### config.mk
export PLATFORM = sky130hd
export DESIGN_NAME = p4_echo_router_top
export DESIGN_NICKNAME = d
export VERILOG_FILES = /design/src/p4_echo_pkg.sv /design/src/p4_echo_router_top.sv /design/src/csr_axil.sv /design/src/egress_stage.sv /design/src/port_fifo.sv /design/src/ingress_gate.sv
export VERILOG_INCLUDE_DIRS = /design/src
export SDC_FILE = /design/constraint.sdc
export NUM_CORES = 1
export LEC_CHECK = 0
export ABC_CLOCK_PERIOD_IN_PS = 4540
export BUFFER_PORTS_ARGS = -buffer_cell sky130_fd_sc_hd__buf_2
export CAP_MARGIN = 5
export CELL_PAD_IN_SITES_DETAIL_PLACEMENT = 2
export CELL_PAD_IN_SITES_GLOBAL_PLACEMENT = 2
export CORE_MARGIN = 10
export CORE_UTILIZATION = 45
export CTS_BUF_LIST = sky130_fd_sc_hd__clkbuf_4 sky130_fd_sc_hd__clkbuf_8
export DETAILED_ROUTE_END_ITERATION = 10
export PLACE_DENSITY_LB_ADDON = 0.1
export SETUP_SLACK_MARGIN = 0.3
export SYNTH_ARGS = -nofsm -noshare
export SYNTH_HDL_FRONTEND = slang
export SYNTH_SLANG_ARGS = --single-unit
### constraint.sdc
create_clock -name clk -period 4.54 [get_ports clk]
set_clock_uncertainty 0.2 [all_clocks]
set_input_delay 0.227 -clock clk [delete_from_list [all_inputs] [get_ports clk]]
set_output_delay 0.227 -clock clk [all_outputs]
set_load 0.02 [all_outputs]
### src/p4_echo_config.svh
// Echo router build configuration
// Port count, stream, FIFO, counter and AXI4-Lite sizes

`ifndef P4_ECHO_CONFIG_SVH
`define P4_ECHO_CONFIG_SVH

// Physical ports, one stream width for all of them
`define P4E_NUM_PORTS    2
`define P4E_DATA_W       32

// Beats held per port, power of two
`define P4E_FIFO_DEPTH   16

// Packet counters
`define P4E_CNT_W        16

// Register slave
`define P4E_AXIL_ADDR_W  8
`define P4E_AXIL_DATA_W  32

`endif
### src/p4_echo_pkg.sv
// Echo router types
// Stream beats, counters, port masks and the two views of the control word

`include "p4_echo_config.svh"

package p4_echo_pkg;

    typedef logic [`P4E_DATA_W-1:0]    data_t;
    typedef logic [`P4E_CNT_W-1:0]     cnt_t;
    typedef logic [`P4E_NUM_PORTS-1:0] port_mask_t;

    //////////////////////////////////////////////////////////////////////
    // Control word at 0x00

    // Write side, enables in 1:0 and clear pulses in 9:8
    typedef struct packed {
        logic [`P4E_AXIL_DATA_W-`P4E_NUM_PORTS-9:0] rsvd_hi;
        port_mask_t                                 clear;
        logic [7-`P4E_NUM_PORTS:0]                  rsvd_lo;
        port_mask_t                                 enable;
    } csr_ctrl_wr_t;

    // Read side, enables in 1:0 and sticky drops in 17:16
    typedef struct packed {
        logic [`P4E_AXIL_DATA_W-`P4E_NUM_PORTS-17:0] zero_hi;
        port_mask_t                                  drop;
        logic [15-`P4E_NUM_PORTS:0]                  zero_lo;
        port_mask_t                                  enable;
    } csr_status_rd_t;

    typedef union packed {
        csr_ctrl_wr_t               wr;
        csr_status_rd_t             rd;
        logic [`P4E_AXIL_DATA_W-1:0] raw;
    } csr_word_u;

endpackage

### src/p4_echo_router_top.sv
// Two-port packet echo path
// Each ingress port returns its packets on the egress port of the same index

`include "p4_echo_config.svh"

module p4_echo_router_top (
    input  logic                                    clk,
    input  logic                                    rst,
    input  p4_echo_pkg::data_t [`P4E_NUM_PORTS-1:0] ing_tdata,
    input  p4_echo_pkg::port_mask_t                 ing_tvalid,
    input  p4_echo_pkg::port_mask_t                 ing_tlast,
    output p4_echo_pkg::port_mask_t                 ing_tready,
    output p4_echo_pkg::data_t [`P4E_NUM_PORTS-1:0] egr_tdata,
    output p4_echo_pkg::port_mask_t                 egr_tvalid,
    output p4_echo_pkg::port_mask_t                 egr_tlast,
    input  p4_echo_pkg::port_mask_t                 egr_tready,
    input  logic [`P4E_AXIL_ADDR_W-1:0]             awaddr,
    input  logic                                    awvalid,
    output logic                                    awready,
    input  logic [`P4E_AXIL_DATA_W-1:0]             wdata,
    input  logic                                    wvalid,
    output logic                                    wready,
    output logic                                    bvalid,
    input  logic                                    bready,
    output logic [1:0]                              bresp,
    input  logic [`P4E_AXIL_ADDR_W-1:0]             araddr,
    input  logic                                    arvalid,
    output logic                                    arready,
    output logic                                    rvalid,
    input  logic                                    rready,
    output logic [1:0]                              rresp,
    output logic [`P4E_AXIL_DATA_W-1:0]             rdata
);
    import p4_echo_pkg::*;

    data_t [`P4E_NUM_PORTS-1:0] gate_tdata;
    port_mask_t                 gate_tvalid;
    port_mask_t                 gate_tlast;
    port_mask_t                 gate_tready;
    data_t [`P4E_NUM_PORTS-1:0] fifo_tdata;
    port_mask_t                 fifo_tvalid;
    port_mask_t                 fifo_tlast;
    port_mask_t                 fifo_tready;
    port_mask_t                 port_enable;
    port_mask_t                 cnt_clear;
    port_mask_t                 pkt_dropped;
    cnt_t [`P4E_NUM_PORTS-1:0]  ing_cnt;
    cnt_t [`P4E_NUM_PORTS-1:0]  egr_cnt;

    ingress_gate ingress_gate0 (
        .clk         (clk),
        .rst         (rst),
        .ing_tdata   (ing_tdata),
        .ing_tvalid  (ing_tvalid),
        .ing_tlast   (ing_tlast),
        .ing_tready  (ing_tready),
        .port_enable (port_enable),
        .cnt_clear   (cnt_clear),
        .gate_tdata  (gate_tdata),
        .gate_tvalid (gate_tvalid),
        .gate_tlast  (gate_tlast),
        .gate_tready (gate_tready),
        .ing_cnt     (ing_cnt),
        .pkt_dropped (pkt_dropped)
    );

    // One buffer per port
    for (genvar p = 0; p < `P4E_NUM_PORTS; p++) begin : g_fifo
        port_fifo #(
            .DEPTH (`P4E_FIFO_DEPTH)
        ) port_fifo0 (
            .clk        (clk),
            .rst        (rst),
            .in_tdata   (gate_tdata[p]),
            .in_tvalid  (gate_tvalid[p]),
            .in_tlast   (gate_tlast[p]),
            .in_tready  (gate_tready[p]),
            .out_tdata  (fifo_tdata[p]),
            .out_tvalid (fifo_tvalid[p]),
            .out_tlast  (fifo_tlast[p]),
            .out_tready (fifo_tready[p])
        );
    end

    egress_stage egress_stage0 (
        .clk         (clk),
        .rst         (rst),
        .fifo_tdata  (fifo_tdata),
        .fifo_tvalid (fifo_tvalid),
        .fifo_tlast  (fifo_tlast),
        .fifo_tready (fifo_tready),
        .egr_tdata   (egr_tdata),
        .egr_tvalid  (egr_tvalid),
        .egr_tlast   (egr_tlast),
        .egr_tready  (egr_tready),
        .cnt_clear   (cnt_clear),
        .egr_cnt     (egr_cnt)
    );

    csr_axil csr_axil0 (
        .clk         (clk),
        .rst         (rst),
        .awaddr      (awaddr),
        .awvalid     (awvalid),
        .awready     (awready),
        .wdata       (wdata),
        .wvalid      (wvalid),
        .wready      (wready),
        .bvalid      (bvalid),
        .bready      (bready),
        .bresp       (bresp),
        .araddr      (araddr),
        .arvalid     (arvalid),
        .arready     (arready),
        .rvalid      (rvalid),
        .rready      (rready),
        .rresp       (rresp),
        .rdata       (rdata),
        .ing_cnt     (ing_cnt),
        .egr_cnt     (egr_cnt),
        .pkt_dropped (pkt_dropped),
        .port_enable (port_enable),
        .cnt_clear   (cnt_clear)
    );

endmodule

### src/csr_axil.sv
// AXI4-Lite register slave
// Port enables, counter clears, sticky drop flags and counter readback

`include "p4_echo_config.svh"

module csr_axil (
    input  logic                                   clk,
    input  logic                                   rst,
    input  logic [`P4E_AXIL_ADDR_W-1:0]            awaddr,
    input  logic                                   awvalid,
    output logic                                   awready,
    input  logic [`P4E_AXIL_DATA_W-1:0]            wdata,
    input  logic                                   wvalid,
    output logic                                   wready,
    output logic                                   bvalid,
    input  logic                                   bready,
    output logic [1:0]                             bresp,
    input  logic [`P4E_AXIL_ADDR_W-1:0]            araddr,
    input  logic                                   arvalid,
    output logic                                   arready,
    output logic                                   rvalid,
    input  logic                                   rready,
    output logic [1:0]                             rresp,
    output logic [`P4E_AXIL_DATA_W-1:0]            rdata,
    input  p4_echo_pkg::cnt_t [`P4E_NUM_PORTS-1:0] ing_cnt,
    input  p4_echo_pkg::cnt_t [`P4E_NUM_PORTS-1:0] egr_cnt,
    input  p4_echo_pkg::port_mask_t                pkt_dropped,
    output p4_echo_pkg::port_mask_t                port_enable,
    output p4_echo_pkg::port_mask_t                cnt_clear
);
    import p4_echo_pkg::*;

    localparam int AW = `P4E_AXIL_ADDR_W;
    localparam int DW = `P4E_AXIL_DATA_W;

    port_mask_t drop_flags;
    csr_word_u  wr_word;
    csr_word_u  rd_word;
    logic       wr_acc;
    logic       rd_acc;
    logic       wr_ctrl;
    logic       rd_ctrl;

    //////////////////////////////////////////////////////////////////////
    // Write channel

    assign wr_acc  = awvalid && wvalid && !bvalid;
    assign awready = wr_acc;
    assign wready  = wr_acc;
    assign bresp   = 2'b00;

    assign wr_word.raw = wdata;
    assign wr_ctrl     = wr_acc && (awaddr == '0);

    always_ff @(posedge clk) begin
        if (rst) begin
            bvalid      <= 1'b0;
            port_enable <= '0;
            cnt_clear   <= '0;
        end else begin
            if (wr_acc) begin
                bvalid <= 1'b1;
            end else if (bready) begin
                bvalid <= 1'b0;
            end

            // Clear is a single-cycle pulse
            cnt_clear <= wr_ctrl ? wr_word.wr.clear : '0;
            if (wr_ctrl) begin
                port_enable <= wr_word.wr.enable;
            end
        end
    end

    //////////////////////////////////////////////////////////////////////
    // Read channel

    assign arready = !rvalid;
    assign rd_acc  = arvalid && arready;
    assign rd_ctrl = rd_acc && (araddr == '0);
    assign rresp   = 2'b00;

    always_comb begin
        rd_word = '0;
        if (araddr == '0) begin
            rd_word.rd.enable = port_enable;
            rd_word.rd.drop   = drop_flags;
        end
        for (int p = 0; p < `P4E_NUM_PORTS; p++) begin
            if (araddr == AW'(4 + 8 * p)) begin
                rd_word.raw = DW'(ing_cnt[p]);
            end
            if (araddr == AW'(8 + 8 * p)) begin
                rd_word.raw = DW'(egr_cnt[p]);
            end
        end
    end

    always_ff @(posedge clk) begin
        if (rst) begin
            rvalid     <= 1'b0;
            drop_flags <= '0;
        end else begin
            if (rd_acc) begin
                rvalid <= 1'b1;
            end else if (rready) begin
                rvalid <= 1'b0;
            end

            // A drop in the same cycle as the read survives it
            drop_flags <= (rd_ctrl ? '0 : drop_flags) | pkt_dropped;
        end
    end

    always_ff @(posedge clk) begin
        if (rd_acc) begin
            rdata <= rd_word.raw;
        end
    end

endmodule

### src/egress_stage.sv
// Egress output registers for all ports
// Holds one beat per port under back-pressure and counts sent packets

`include "p4_echo_config.svh"

module egress_stage (
    input  logic                                    clk,
    input  logic                                    rst,
    input  p4_echo_pkg::data_t [`P4E_NUM_PORTS-1:0] fifo_tdata,
    input  p4_echo_pkg::port_mask_t                 fifo_tvalid,
    input  p4_echo_pkg::port_mask_t                 fifo_tlast,
    output p4_echo_pkg::port_mask_t                 fifo_tready,
    output p4_echo_pkg::data_t [`P4E_NUM_PORTS-1:0] egr_tdata,
    output p4_echo_pkg::port_mask_t                 egr_tvalid,
    output p4_echo_pkg::port_mask_t                 egr_tlast,
    input  p4_echo_pkg::port_mask_t                 egr_tready,
    input  p4_echo_pkg::port_mask_t                 cnt_clear,
    output p4_echo_pkg::cnt_t [`P4E_NUM_PORTS-1:0]  egr_cnt
);
    import p4_echo_pkg::*;

    port_mask_t load;
    port_mask_t xfer;

    assign fifo_tready = ~egr_tvalid | egr_tready;
    assign load        = fifo_tvalid & fifo_tready;
    assign xfer        = egr_tvalid & egr_tready;

    always_ff @(posedge clk) begin
        if (rst) begin
            egr_tvalid <= '0;
            egr_cnt    <= '0;
        end else begin
            for (int p = 0; p < `P4E_NUM_PORTS; p++) begin
                if (load[p]) begin
                    egr_tvalid[p] <= 1'b1;
                end else if (egr_tready[p]) begin
                    egr_tvalid[p] <= 1'b0;
                end

                // Count on the last beat leaving
                if (cnt_clear[p]) begin
                    egr_cnt[p] <= '0;
                end else if (xfer[p] && egr_tlast[p]) begin
                    egr_cnt[p] <= egr_cnt[p] + 1'b1;
                end
            end
        end
    end

    always_ff @(posedge clk) begin
        for (int p = 0; p < `P4E_NUM_PORTS; p++) begin
            if (load[p]) begin
                egr_tdata[p] <= fifo_tdata[p];
                egr_tlast[p] <= fifo_tlast[p];
            end
        end
    end

endmodule

### src/port_fifo.sv
// Beat FIFO for one port
// Holds data and last, first word falls through to the output

module port_fifo #(
    parameter int DEPTH = 16
) (
    input  logic               clk,
    input  logic               rst,
    input  p4_echo_pkg::data_t in_tdata,
    input  logic               in_tvalid,
    input  logic               in_tlast,
    output logic               in_tready,
    output p4_echo_pkg::data_t out_tdata,
    output logic               out_tvalid,
    output logic               out_tlast,
    input  logic               out_tready
);
    import p4_echo_pkg::*;

    localparam int AW = $clog2(DEPTH);

    data_t       mem_data [DEPTH];
    logic        mem_last [DEPTH];
    logic [AW:0] wr_ptr;
    logic [AW:0] rd_ptr;
    logic        full;
    logic        empty;
    logic        push;
    logic        pop;

    // Same index, different wrap bit
    assign full  = (wr_ptr[AW] != rd_ptr[AW]) && (wr_ptr[AW-1:0] == rd_ptr[AW-1:0]);
    assign empty = (wr_ptr == rd_ptr);

    assign in_tready  = !full;
    assign out_tvalid = !empty;
    assign push       = in_tvalid && in_tready;
    assign pop        = out_tvalid && out_tready;

    assign out_tdata = mem_data[rd_ptr[AW-1:0]];
    assign out_tlast = mem_last[rd_ptr[AW-1:0]];

    always_ff @(posedge clk) begin
        if (rst) begin
            wr_ptr <= '0;
            rd_ptr <= '0;
        end else begin
            if (push) begin
                wr_ptr <= wr_ptr + 1'b1;
            end
            if (pop) begin
                rd_ptr <= rd_ptr + 1'b1;
            end
        end
    end

    always_ff @(posedge clk) begin
        if (push) begin
            mem_data[wr_ptr[AW-1:0]] <= in_tdata;
            mem_last[wr_ptr[AW-1:0]] <= in_tlast;
        end
    end

endmodule

### src/ingress_gate.sv
// Ingress gate for all ports
// Latches the port enable per packet, drops disabled packets and counts the rest

`include "p4_echo_config.svh"

module ingress_gate (
    input  logic                                    clk,
    input  logic                                    rst,
    input  p4_echo_pkg::data_t [`P4E_NUM_PORTS-1:0] ing_tdata,
    input  p4_echo_pkg::port_mask_t                 ing_tvalid,
    input  p4_echo_pkg::port_mask_t                 ing_tlast,
    output p4_echo_pkg::port_mask_t                 ing_tready,
    input  p4_echo_pkg::port_mask_t                 port_enable,
    input  p4_echo_pkg::port_mask_t                 cnt_clear,
    output p4_echo_pkg::data_t [`P4E_NUM_PORTS-1:0] gate_tdata,
    output p4_echo_pkg::port_mask_t                 gate_tvalid,
    output p4_echo_pkg::port_mask_t                 gate_tlast,
    input  p4_echo_pkg::port_mask_t                 gate_tready,
    output p4_echo_pkg::cnt_t [`P4E_NUM_PORTS-1:0]  ing_cnt,
    output p4_echo_pkg::port_mask_t                 pkt_dropped
);
    import p4_echo_pkg::*;

    port_mask_t in_pkt;
    port_mask_t pkt_en;
    port_mask_t beat_en;
    port_mask_t accept;

    assign ing_tready = ~gate_tvalid | gate_tready;
    assign accept     = ing_tvalid & ing_tready;

    // First beat uses the live enable, later beats the latched one
    assign beat_en = (in_pkt & pkt_en) | (~in_pkt & port_enable);

    always_ff @(posedge clk) begin
        if (rst) begin
            in_pkt      <= '0;
            pkt_en      <= '0;
            gate_tvalid <= '0;
            pkt_dropped <= '0;
            ing_cnt     <= '0;
        end else begin
            pkt_dropped <= accept & ~beat_en & ing_tlast;
            for (int p = 0; p < `P4E_NUM_PORTS; p++) begin
                if (accept[p]) begin
                    in_pkt[p] <= !ing_tlast[p];
                    if (!in_pkt[p]) begin
                        pkt_en[p] <= port_enable[p];
                    end
                end

                if (accept[p] && beat_en[p]) begin
                    gate_tvalid[p] <= 1'b1;
                end else if (gate_tready[p]) begin
                    gate_tvalid[p] <= 1'b0;
                end

                if (cnt_clear[p]) begin
                    ing_cnt[p] <= '0;
                end else if (accept[p] && beat_en[p] && ing_tlast[p]) begin
                    ing_cnt[p] <= ing_cnt[p] + 1'b1;
                end
            end
        end
    end

    // Beat register
    always_ff @(posedge clk) begin
        for (int p = 0; p < `P4E_NUM_PORTS; p++) begin
            if (accept[p] && beat_en[p]) begin
                gate_tdata[p] <= ing_tdata[p];
                gate_tlast[p] <= ing_tlast[p];
            end
        end
    end

endmodule

=== Word-level counts from Yosys, hierarchy flattened ===
Memory sizes are Yosys's and may differ from the RTL's. A register that Yosys moved wholly into a read port is not among the register bits.
Index checks and enable logic that the tools add are counted.

* Add/sub/neg operators: 8
* Muxes and demuxes: 22
* Bitwise logic cells: 19
* Equal/unequal tests: 12
* Reduce and logical (&&, ||, !) cells: 38

{| class="wikitable"
|+ Operators by type and width
! cell !! count
|-
| adder 16 x 1 -> 16 bit, second input constant || 4
|-
| 2-to-1 mux 16 bit || 4
|-
| adder 5 x 1 -> 5 bit, second input constant || 4
|-
| logical AND 1 bit || 17
|-
| equality test 8 x 4 -> 1 bit, second input constant || 2
|-
| logical NOT 8 bit || 2
|-
| 2-to-1 mux 1 bit || 16
|-
| bitwise AND 2 bit || 7
|-
| equality test 5 bit || 2
|-
| equality test 4 bit || 2
|-
| equality test 8 x 3 -> 1 bit, second input constant || 1
|-
| equality test 8 x 5 -> 1 bit, second input constant || 1
|-
| logical NOT 1 bit || 8
|-
| NOT 2 bit || 4
|-
| bitwise OR 2 bit || 4
|-
| nonzero test 2 bit || 4
|-
| OR reduction 2 bit || 3
|-
| OR reduction 5 bit || 1
|-
| 2-to-1 mux 2 bit || 2
|-
| inequality test 2 bit, second input constant || 2
|-
| NOT 1 bit || 4
|-
| AND reduction 2 bit || 2
|-
| OR reduction 3 bit || 1
|-
| inequality test 1 bit || 2
|}

* Memories kept: 4
* Memory bits (writable): 1056
* Flip-flop bits (word level): 200

{| class="wikitable"
|+ Memories
! name !! depth !! bits a word !! rd ports !! clocked after memory_dff !! write ports !! line !! RTL
|-
| g_fifo[0].port_fifo0.mem_data || 16 || 32 || 1 || 1 || 1 || port_fifo.sv:22 || <nowiki>data_t mem_data [DEPTH];</nowiki>
|-
| g_fifo[1].port_fifo0.mem_data || 16 || 32 || 1 || 1 || 1 || port_fifo.sv:22 ||
|-
| g_fifo[0].port_fifo0.mem_last || 16 || 1 || 1 || 1 || 1 || port_fifo.sv:23 || <nowiki>logic mem_last [DEPTH];</nowiki>
|-
| g_fifo[1].port_fifo0.mem_last || 16 || 1 || 1 || 1 || 1 || port_fifo.sv:23 ||
|}

=== Longest topological paths before layout ===
Gate-level depths: netlist of the first run.

* Word-level depth: 7
* Gate-level depth with buffers: 8

=== Cells and area by module ===
From an unflattened synthesis of the first run, not the netlist that was laid out.

* Cells, all modules: 2355
* Area, all modules: 50445.9 um2

{| class="wikitable"
|+ Modules (own cells, without submodules)
! module !! cells an instance !! instances !! area an instance (um2)
|-
| port_fifo || 836 || 2 || 20694.8
|-
| ingress_gate || 285 || 1 || 3918.8
|-
| egress_stage || 246 || 1 || 3523.4
|-
| csr_axil || 152 || 1 || 1614.0
|}

=== Worst setup path before layout of the first run ===
No wires, ideal clock.

* Path kind: register to register
* Start point: register g_fifo[0].port_fifo0.wr_ptr[2]
* End point: register g_fifo[0].port_fifo0.rd_ptr[1]
* Arrival: 3.955 ns
* Buffers on the path: 2
* Slack: 0.258 ns
* Period minus slack after synthesis: 4.282 ns
* Data required time: 4.212 ns
* Stages on the path, launching flop included: 8
* Path through: dfxtp_1 > buf_2 > xnor2_1 > and4_1 > clkbuf_1 > a21boi_0 > mux2i_1 > nor2_1

* Cells in the longest elaborated chain, start to end: 3

{| class="wikitable"
|+ RTL lines
! what !! line !! RTL
|-
| start: declaration || port_fifo.sv:24 || <nowiki>logic [AW:0] wr_ptr;</nowiki>
|-
| start signal: assignment || port_fifo.sv:49 || <nowiki>wr_ptr <= wr_ptr + 1'b1;</nowiki>
|-
| equality test 5 bit || port_fifo.sv:33 || <nowiki>assign empty = (wr_ptr == rd_ptr);</nowiki>
|-
| logical NOT 1 bit || port_fifo.sv:36 || <nowiki>assign out_tvalid = !empty;</nowiki>
|-
| logical AND 1 bit || port_fifo.sv:38 || <nowiki>assign pop = out_tvalid && out_tready;</nowiki>
|-
| net g_fifo[0].port_fifo0.pop || port_fifo.sv:29 || <nowiki>logic pop;</nowiki>
|-
| end signal: assignment || port_fifo.sv:52 || <nowiki>rd_ptr <= rd_ptr + 1'b1;</nowiki>
|-
| end: declaration || port_fifo.sv:25 || <nowiki>logic [AW:0] rd_ptr;</nowiki>
|}

The timed path passes the listed nets, and every way through them passes these cells.
A chain may end at the register's enable or synchronous reset.

=== Worst setup path after layout of the first run ===
* Start point: register g_fifo[1].port_fifo0.rd_ptr[2]
* End point: memory g_fifo[1].port_fifo0.mem_data[0][17] in the netlist's numbering, enable pin

* Cells in the longest elaborated chain, start to end: 6

{| class="wikitable"
|+ RTL lines
! what !! line !! RTL
|-
| start: declaration || port_fifo.sv:25 ||
|-
| start signal: assignment || port_fifo.sv:52 ||
|-
| equality test 4 bit || port_fifo.sv:32 || <nowiki>assign full = (wr_ptr[AW] != rd_ptr[AW]) && (wr_ptr[AW-1:0] == rd_ptr[AW-1:0]);</nowiki>
|-
| logical AND 1 bit || port_fifo.sv:32 ||
|-
| logical NOT 1 bit || port_fifo.sv:35 || <nowiki>assign in_tready = !full;</nowiki>
|-
| logical AND 1 bit || port_fifo.sv:37 || <nowiki>assign push = in_tvalid && in_tready;</nowiki>
|-
| 2-to-1 mux 1 bit || port_fifo.sv:58 || <nowiki>if (push) begin</nowiki>
|-
| 2-to-1 mux 1 bit (implied by the code) || port_fifo.sv:59 || <nowiki>mem_data[wr_ptr[AW-1:0]] <= in_tdata;</nowiki>
|-
| end: declaration || port_fifo.sv:22 ||
|}

No other way between the ends.

==> impl_metrics.py, run 1 <==
metrics = {
    "final_layout": {
        "num-fill-cells": 9614,
        "nNetsFinal": 3149,
        "multi_input_area_um2": 11280,
        "area_growth_pct": 17.52,
        "seqCellArea_um2": 38280,
        "drive_gt1_share_pct": 27.88,
        "stdcell_area_um2": 58860,
    },
    "setup_path": {
        "cpPeakStageDelay_ns": 1.02,
        "critical_path.slowest_cell": "and3_2",
        "worst_setup_path_start_kind": "flip-flop",
        "crit_required_ns": 4.94,
        "arrival_ns": 4.24,
        "crit_type": "reg -> reg",
        "worstPathCellList": "xnor2_1 -> and4_1 -> a21boi_1 -> and3_2 -> buf_4",
        "end_kind": "flip-flop",
        "critPathMaxFanout": 26,
    },
    "sta": {
        "fmax_mhz": 259.9,
        "drv_slew": 0,
        "finalCritPeriodShare_pct": 84.73,
        "maxSlewHeadroom_pct": 25.60,
        "holdWs_ns": 0.07853,
        "worst_pin_slew_ns": 1.116,
        "hold_viol_final": 0,
        "layout_setup_ws_ns": 0.6931,
        "setup_tns_ns": 0,
        "rsz0062_at_grt": "no",
        "min_period_ns": 3.847,
        "setup_viol": 0,
    },
    "synth": {
        "syn_area_um2": 50080,
        "syn_area_per_cell_um2": 20.05,
        "synthDistinctLibCells": 53,
        "netlist_instances": 2498,
        "postSynth.asyncResetShare_pct": 0,
        "synth_ff_type": "edfxtp_1",
        "synth_seq_cells": 1308,
        "synth-warning-count": 0,
        "synth_seq_area_share_pct": 76.39,
        "synth_edf_count": 1206,
    },
    "route": {
        "avgViaCountPerCell": 5.695,
        "vias": 26670,
        "first_pass_iters": 5,
        "post_drt_wl_per_cell_um": 31.61,
        "wl_mm": 148.0,
        "postRouteAntennaNets": 0,
        "drt_iter0_drc": 1990,
        "drcViolationCount": 0,
    },
    "run_status": {
        "outcome": "complete, no violations",
    },
    "placement": {
        "dp_slack_ns": 0.7262,
        "dp_hpwl_mm": 82.03,
        "place.gp.congestion": 0.7621,
        "dpl_cell_area_um2": 53020,
        "port_buffers": 189,
    },
    "clocking": {
        "clkTransAtPathRegs_ns": 0.06,
        "tritoncts": "yes",
        "root_buffer": "clkbuf_8",
        "clk_latency_ns": 0.92,
        "cts.sink_count": 1308,
        "htreeDepth": 4,
        "clk_path_buf_depth": 3,
        "cts-buffers-inserted": 212,
    },
    "power_and_ir_drop": {
        "powerDensity_nw_per_um2": 459.8,
        "power.leakage_nw": 18.64,
        "report.power.total_w": 0.02706,
        "vdd_drop_max_v": 0.0004933,
    },
    "die": {
        "fp-row-count": 122,
        "die_w_um": 353.6,
        "dieArea_um2": 125000,
        "io_pins": 236,
        "die_y_um": 353.6,
        "core_area_um2": 110500,
        "start_util_pct": 45.32,
    },
    "grt": {
        "grt_pass1_wl_mm": 219.3,
        "overflow": 0,
        "grt_start_max_net_pins": 103,
        "grt_pass1_vias": 30460,
        "antenna_found_initial": 4,
        "globalRouteTotalUtil_pct": 23.73,
    },
    "worst_hold_path": {
        "hold_class": "in -> reg",
    },
    "flow_run": {
        "cap_violations": 0,
    },
}
-- layout make-up --
| cell class | instances | area share, % |
|---|---|---|
| antenna | 3 | 0.01276 |
| multi-input combinational | 1047 | 19.17 |
| clock buffer | 275 | 5.782 |
| tap | 1488 | 3.163 |
| inverter | 14 | 0.08929 |
| clock inverter | 121 | 1.154 |
| timing repair buffer | 427 | 5.576 |
| sequential | 1308 | 65.05 |
-- state kept, by name, summed over array words and instances, names as in the netlist, 10 cells and up --
register,count
csr_axil0.rdata,18
egress_stage0.egr_tdata,64
egress_stage0.egr_cnt,32
g_fifo.port_fifo0.wr_ptr,10
g_fifo.port_fifo0.rd_ptr,10
ingress_gate0.ing_cnt,32
g_fifo.port_fifo0.mem_data,1024
g_fifo.port_fifo0.mem_last,32
ingress_gate0.gate_tdata,64
-- logic make-up after synthesis --
group | Yosys count | share of synthesized area, %
buffers and inverters | 160 | 1.479
XOR/XNOR | 60 | 1.049
adder cells (fa/ha/maj) | 14 | 0.3498
other | 1 | 0.007488
AO/OA/AOI/OAI | 244 | 3.100
AND/OR/NAND/NOR | 352 | 3.800
flip-flops | 1308 | 76.39
multiplexers | 359 | 13.82
-- cell usage after synthesis, types with 11 or more instances --
cell / number / area (um2)
a211oi_1: 72 / 540.5
a21oi_1: 103 / 515.5
a221o_1: 14 / 140.1
and3_1: 37 / 231.5
buf_1: 13 / 48.80
buf_2: 44 / 220.2
buf_4: 19 / 142.6
clkbuf_1: 67 / 251.5
dfxtp_1: 102 / 2042
edfxtp_1: 1206 / 36210
ha_1: 14 / 175.2
inv_1: 14 / 52.55
mux2i_1: 92 / 920.9
mux4_2: 266 / 5991
nand2_1: 33 / 123.9
nand3_1: 25 / 125.1
nand4_1: 18 / 112.6
nor2_1: 93 / 349.1
nor2b_1: 79 / 494.2
o211ai_1: 11 / 82.58
o21ai_0: 22 / 110.1
or3_1: 17 / 106.4
or4_1: 12 / 90.09
xnor2_1: 33 / 289.0
xor2_1: 27 / 236.5
-- what timing repair did --
action | CTS | global route
hold buffers | 173 | 0
resized for setup | 0 | 0
hold endpoints to repair | 203 | 0
endpoints found under the setup margin | 0 | 0
buffers inserted | 0 | 0
-- routing by layer --
layer | vias to the layer above | wire length [um] | track usage [%]
met3 | 243 | 6750 | 4.304
met5 | - | 12 | 0
met2 | 763 | 78300 | 41.72
met4 | 2 | 3759 | 7.175
li1 | 11230 | - | -
met1 | 14430 | 59200 | 29.73
-- critical path, delay by kind of cell, from the launching register on --
family,cells,cell delay [ns]
xor gates and xnor gates,1,0.17
and+or+nand+nor,2,1.45
buffers and inverters,1,0.34
AOI/OAI and AO/OA,1,0.84
DFF,1,0.51
-- path summary, 6_finish.rpt --
path	cells past startpoint	slack, ns	startpoint	endpoint
worst max-delay path	5	0.69	g_fifo[1].port_fifo0.rd_ptr[2]	g_fifo[1].port_fifo0.mem_data[0][17]
worst min-delay path	4	0.08	ing_tvalid[1]	ingress_gate0.in_pkt[1]
worst min register to register	2	0.28	ingress_gate0.pkt_dropped[0]	csr_axil0.drop_flags[0]
worst max register to register	5	0.69	g_fifo[1].port_fifo0.rd_ptr[2]	g_fifo[1].port_fifo0.mem_data[0][17]
-- stage by stage --
stage               std cells  util [%]
floorplan                2515         -
global placement         4110     47.97
detailed placement       4110     47.97
CTS                      4679     53.23
global route             4681     53.25
finish                   4683     53.25
-- power by group --
group / switching, W / leakage (nW) / internal [W]
clock network: 0.00501 / 2.14 / 0.00514
logic: 0.00185 / 4.82 / 0.00168
registers: 0.000115 / 11.7 / 0.0133
total: 0.00697 / 18.6 / 0.0201
-- cell usage in the layout, fill, tap and decap left out, types with 33 or more instances in the layout --
cell           count
a211oi_1          72
a21oi_1          101
buf_2            189
buf_4             55
clkbuf_4          61
clkbuf_8         214
clkinv_1          79
dfxtp_1           94
dlygate4sd3_1    173
edfxtp_1        1206
mux2i_1           92
mux4_2           266
nand2_1           33
nor2_1            93
nor2b_1           75
xnor2_1           33
Note: power is estimated with default switching activity, not from simulation.
==> run 2, diff against run 1 <==
- ABC_CLOCK_PERIOD_IN_PS: 4540 -> 3550
- CORE_UTILIZATION: 45 -> 50
- clock period: 4.54 -> 3.55 ns (I/O delays scaled with it)
==> impl_metrics.py, run 2 (synthesized netlist as in run 1, its figures left out) <==
metrics = {
    "run_status": {
        "outcome": "complete, no violations",
    },
    "route": {
        "avgViaCountPerCell": 6.481,
        "post_drt_wl_per_cell_um": 41.13,
        "postRouteAntennaNets": 0,
        "first_pass_iters": 5,
        "drcViolationCount": 0,
        "vias": 29110,
        "wl_mm": 184.7,
        "drt_iter0_drc": 3075,
    },
    "final_layout": {
        "layout_common_cells": "1206 x edfxtp_1, 266 x mux4_2, 236 x clkbuf_8, 189 x buf_2, 174 x dlygate4sd3_1",
        "num-fill-cells": 7998,
        "multi_input_area_um2": 11350,
        "final_common_cell": "edfxtp_1",
        "drive_gt1_share_pct": 28.93,
        "nNetsFinal": 3153,
        "area_growth_pct": 18.18,
        "largest_reg_flops": 1024,
        "seqCellArea_um2": 38280,
    },
    "sta": {
        "layout_setup_ws_ns": 0.2017,
        "setup_tns_ns": 0,
        "min_period_ns": 3.348,
        "maxSlewHeadroom_pct": 21.64,
        "setup_viol": 0,
        "finalCritPeriodShare_pct": 94.32,
        "drv_slew": 0,
        "worst_pin_slew_ns": 1.175,
        "fmax_mhz": 298.7,
        "hold_viol_final": 0,
        "rsz0062_at_grt": "yes",
    },
    "placement": {
        "dp_slack_ns": 0.3188,
        "place.gp.congestion": 0.7481,
        "port_buffers": 189,
        "dp_hpwl_mm": 88.60,
    },
    "grt": {
        "globalRouteTotalUtil_pct": 32.81,
        "antenna_found_initial": 9,
        "overflow": 0,
        "grt_pass1_vias": 32080,
        "grt_start_max_net_pins": 136,
        "grt_pass1_wl_mm": 262.0,
    },
    "setup_path": {
        "crit-reg2reg-launch": "g_fifo[1].port_fifo0.wr_ptr[4]",
        "arrival_ns": 2.97,
        "reg2reg_depth": 6,
        "critPathMaxFanout": 7,
        "r2r-end": "ingress_gate0.gate_tdata[59]",
        "crit_type": "reg -> out",
        "crit_required_ns": 3.17,
        "ff2ff_setup_slack_ns": 0.31,
        "setup.worst_path.end": "ing_tready[1]",
        "startpoint": "g_fifo[1].port_fifo0.wr_ptr[4]",
        "worst_setup_path_start_kind": "flip-flop",
        "end_kind": "output port",
    },
    "die": {
        "start_util_pct": 50.23,
        "io_pins": 236,
        "dieArea_um2": 113200,
        "core_area_um2": 99710,
        "fp-row-count": 116,
        "die_w_um": 336.5,
        "die_y_um": 336.5,
    },
    "flow_run": {
        "cap_violations": 0,
    },
    "clocking": {
        "clkTransAtPathRegs_ns": 0.07,
        "cts-buffers-inserted": 210,
        "tritoncts": "yes",
        "root_buffer": "clkbuf_8",
        "clk_latency_ns": 0.95,
        "clk_path_buf_depth": 3,
        "htreeDepth": 4,
        "cts.sink_count": 1308,
    },
    "power_and_ir_drop": {
        "vdd_drop_max_v": 0.0004321,
        "power.leakage_nw": 18.82,
        "powerDensity_nw_per_um2": 610.5,
        "report.power.total_w": 0.03614,
    },
    "worst_hold_path": {
        "hold_class": "in -> reg",
    },
}
## run 2: changes by cell type in the layout (fill, tap and decap cells not counted), sizes merged
| cell | before | now |
|---|---|---|
| clkinv | 104 | 55 |
| buf | 254 | 259 |
| bufinv | 4 | 1 |
| clkbuf | 275 | 322 |
| inv | 20 | 19 |
| clkinvlp | 7 | 5 |
| dlygate4sd3 | 173 | 174 |
## run 2: final cells by class
cell class	instances	area share, %
Clock buffer	322	6.579
Inverter	14	0.08879
Multi-Input combinational cell	1047	19.18
Timing Repair Buffer	433	6.152
Antenna cell	3	0.01268
Sequential cell	1308	64.68
Clock inverter	66	0.5602
Tap cell	1298	2.744
## run 2: worst max-delay path, stage by stage (launching register included)
cell and delay, ns:
dfxtp_1 0.48, xor2_2 0.42, nand2_1 0.26, nor2_1 0.38, inv_1 0.27, buf_2 0.24
## run 2: power by group
part,switching (W),internal [W]
combinational,0.00256,0.00222
sequential,0.000249,0.0170
clock,0.00709,0.00705
## run 2: per-layer routing
metal | part of all wire, % | GRT usage (%) | wire, um
met3 | 6.3 | 5.620 | 11610
met5 | 0.037 | 0 | 69
met4 | 5.1 | 15.20 | 9366
met1 | 36 | 38.51 | 65680
met2 | 53 | 58.55 | 97970
## run 2: how the worst min path moves through the flow
stage | from | to | slack [ns] | depth (start not counted)
3_3_place_gp | ing_tdata[51] | ingress_gate0.gate_tdata[51] | 0.15 | 1
6_report | ing_tvalid[1] | ingress_gate0.in_pkt[1] | 0.12 | 4
3_5_place_dp | ing_tdata[46] | ingress_gate0.gate_tdata[46] | 0.16 | 1
5_1_grt | ing_tvalid[1] | ingress_gate0.in_pkt[1] | 0.12 | 4
4_1_cts | awaddr[6] | csr_axil0.cnt_clear[0] | 0.01 | 6
2_1_floorplan | ing_tdata[0] | ingress_gate0.gate_tdata[0] | 0.08 | 0
## run 2: timing repair
item                                    in CTS  in global routing
hold buffers                               174                  0
buffers inserted                             1                  0
pin swaps                                    1                  0
gates resized for setup                      6                 14
endpoints found under the hold margin      212                  0
endpoints found under the setup margin      90                403
## run 2: per-stage QoR
stage          instances  cell area, um2  utilization, %  hold WS [ns]
6_report            4491           59190           59.36        0.1175
5_1_grt             4490           59180           59.36        0.1176
4_1_cts             4488           59130           59.30       0.01084
3_5_place_dp        3925           53130           53.28        0.1564
3_3_place_gp        3925           53130           53.28        0.1538
2_1_floorplan       2515           50160               -       0.07637
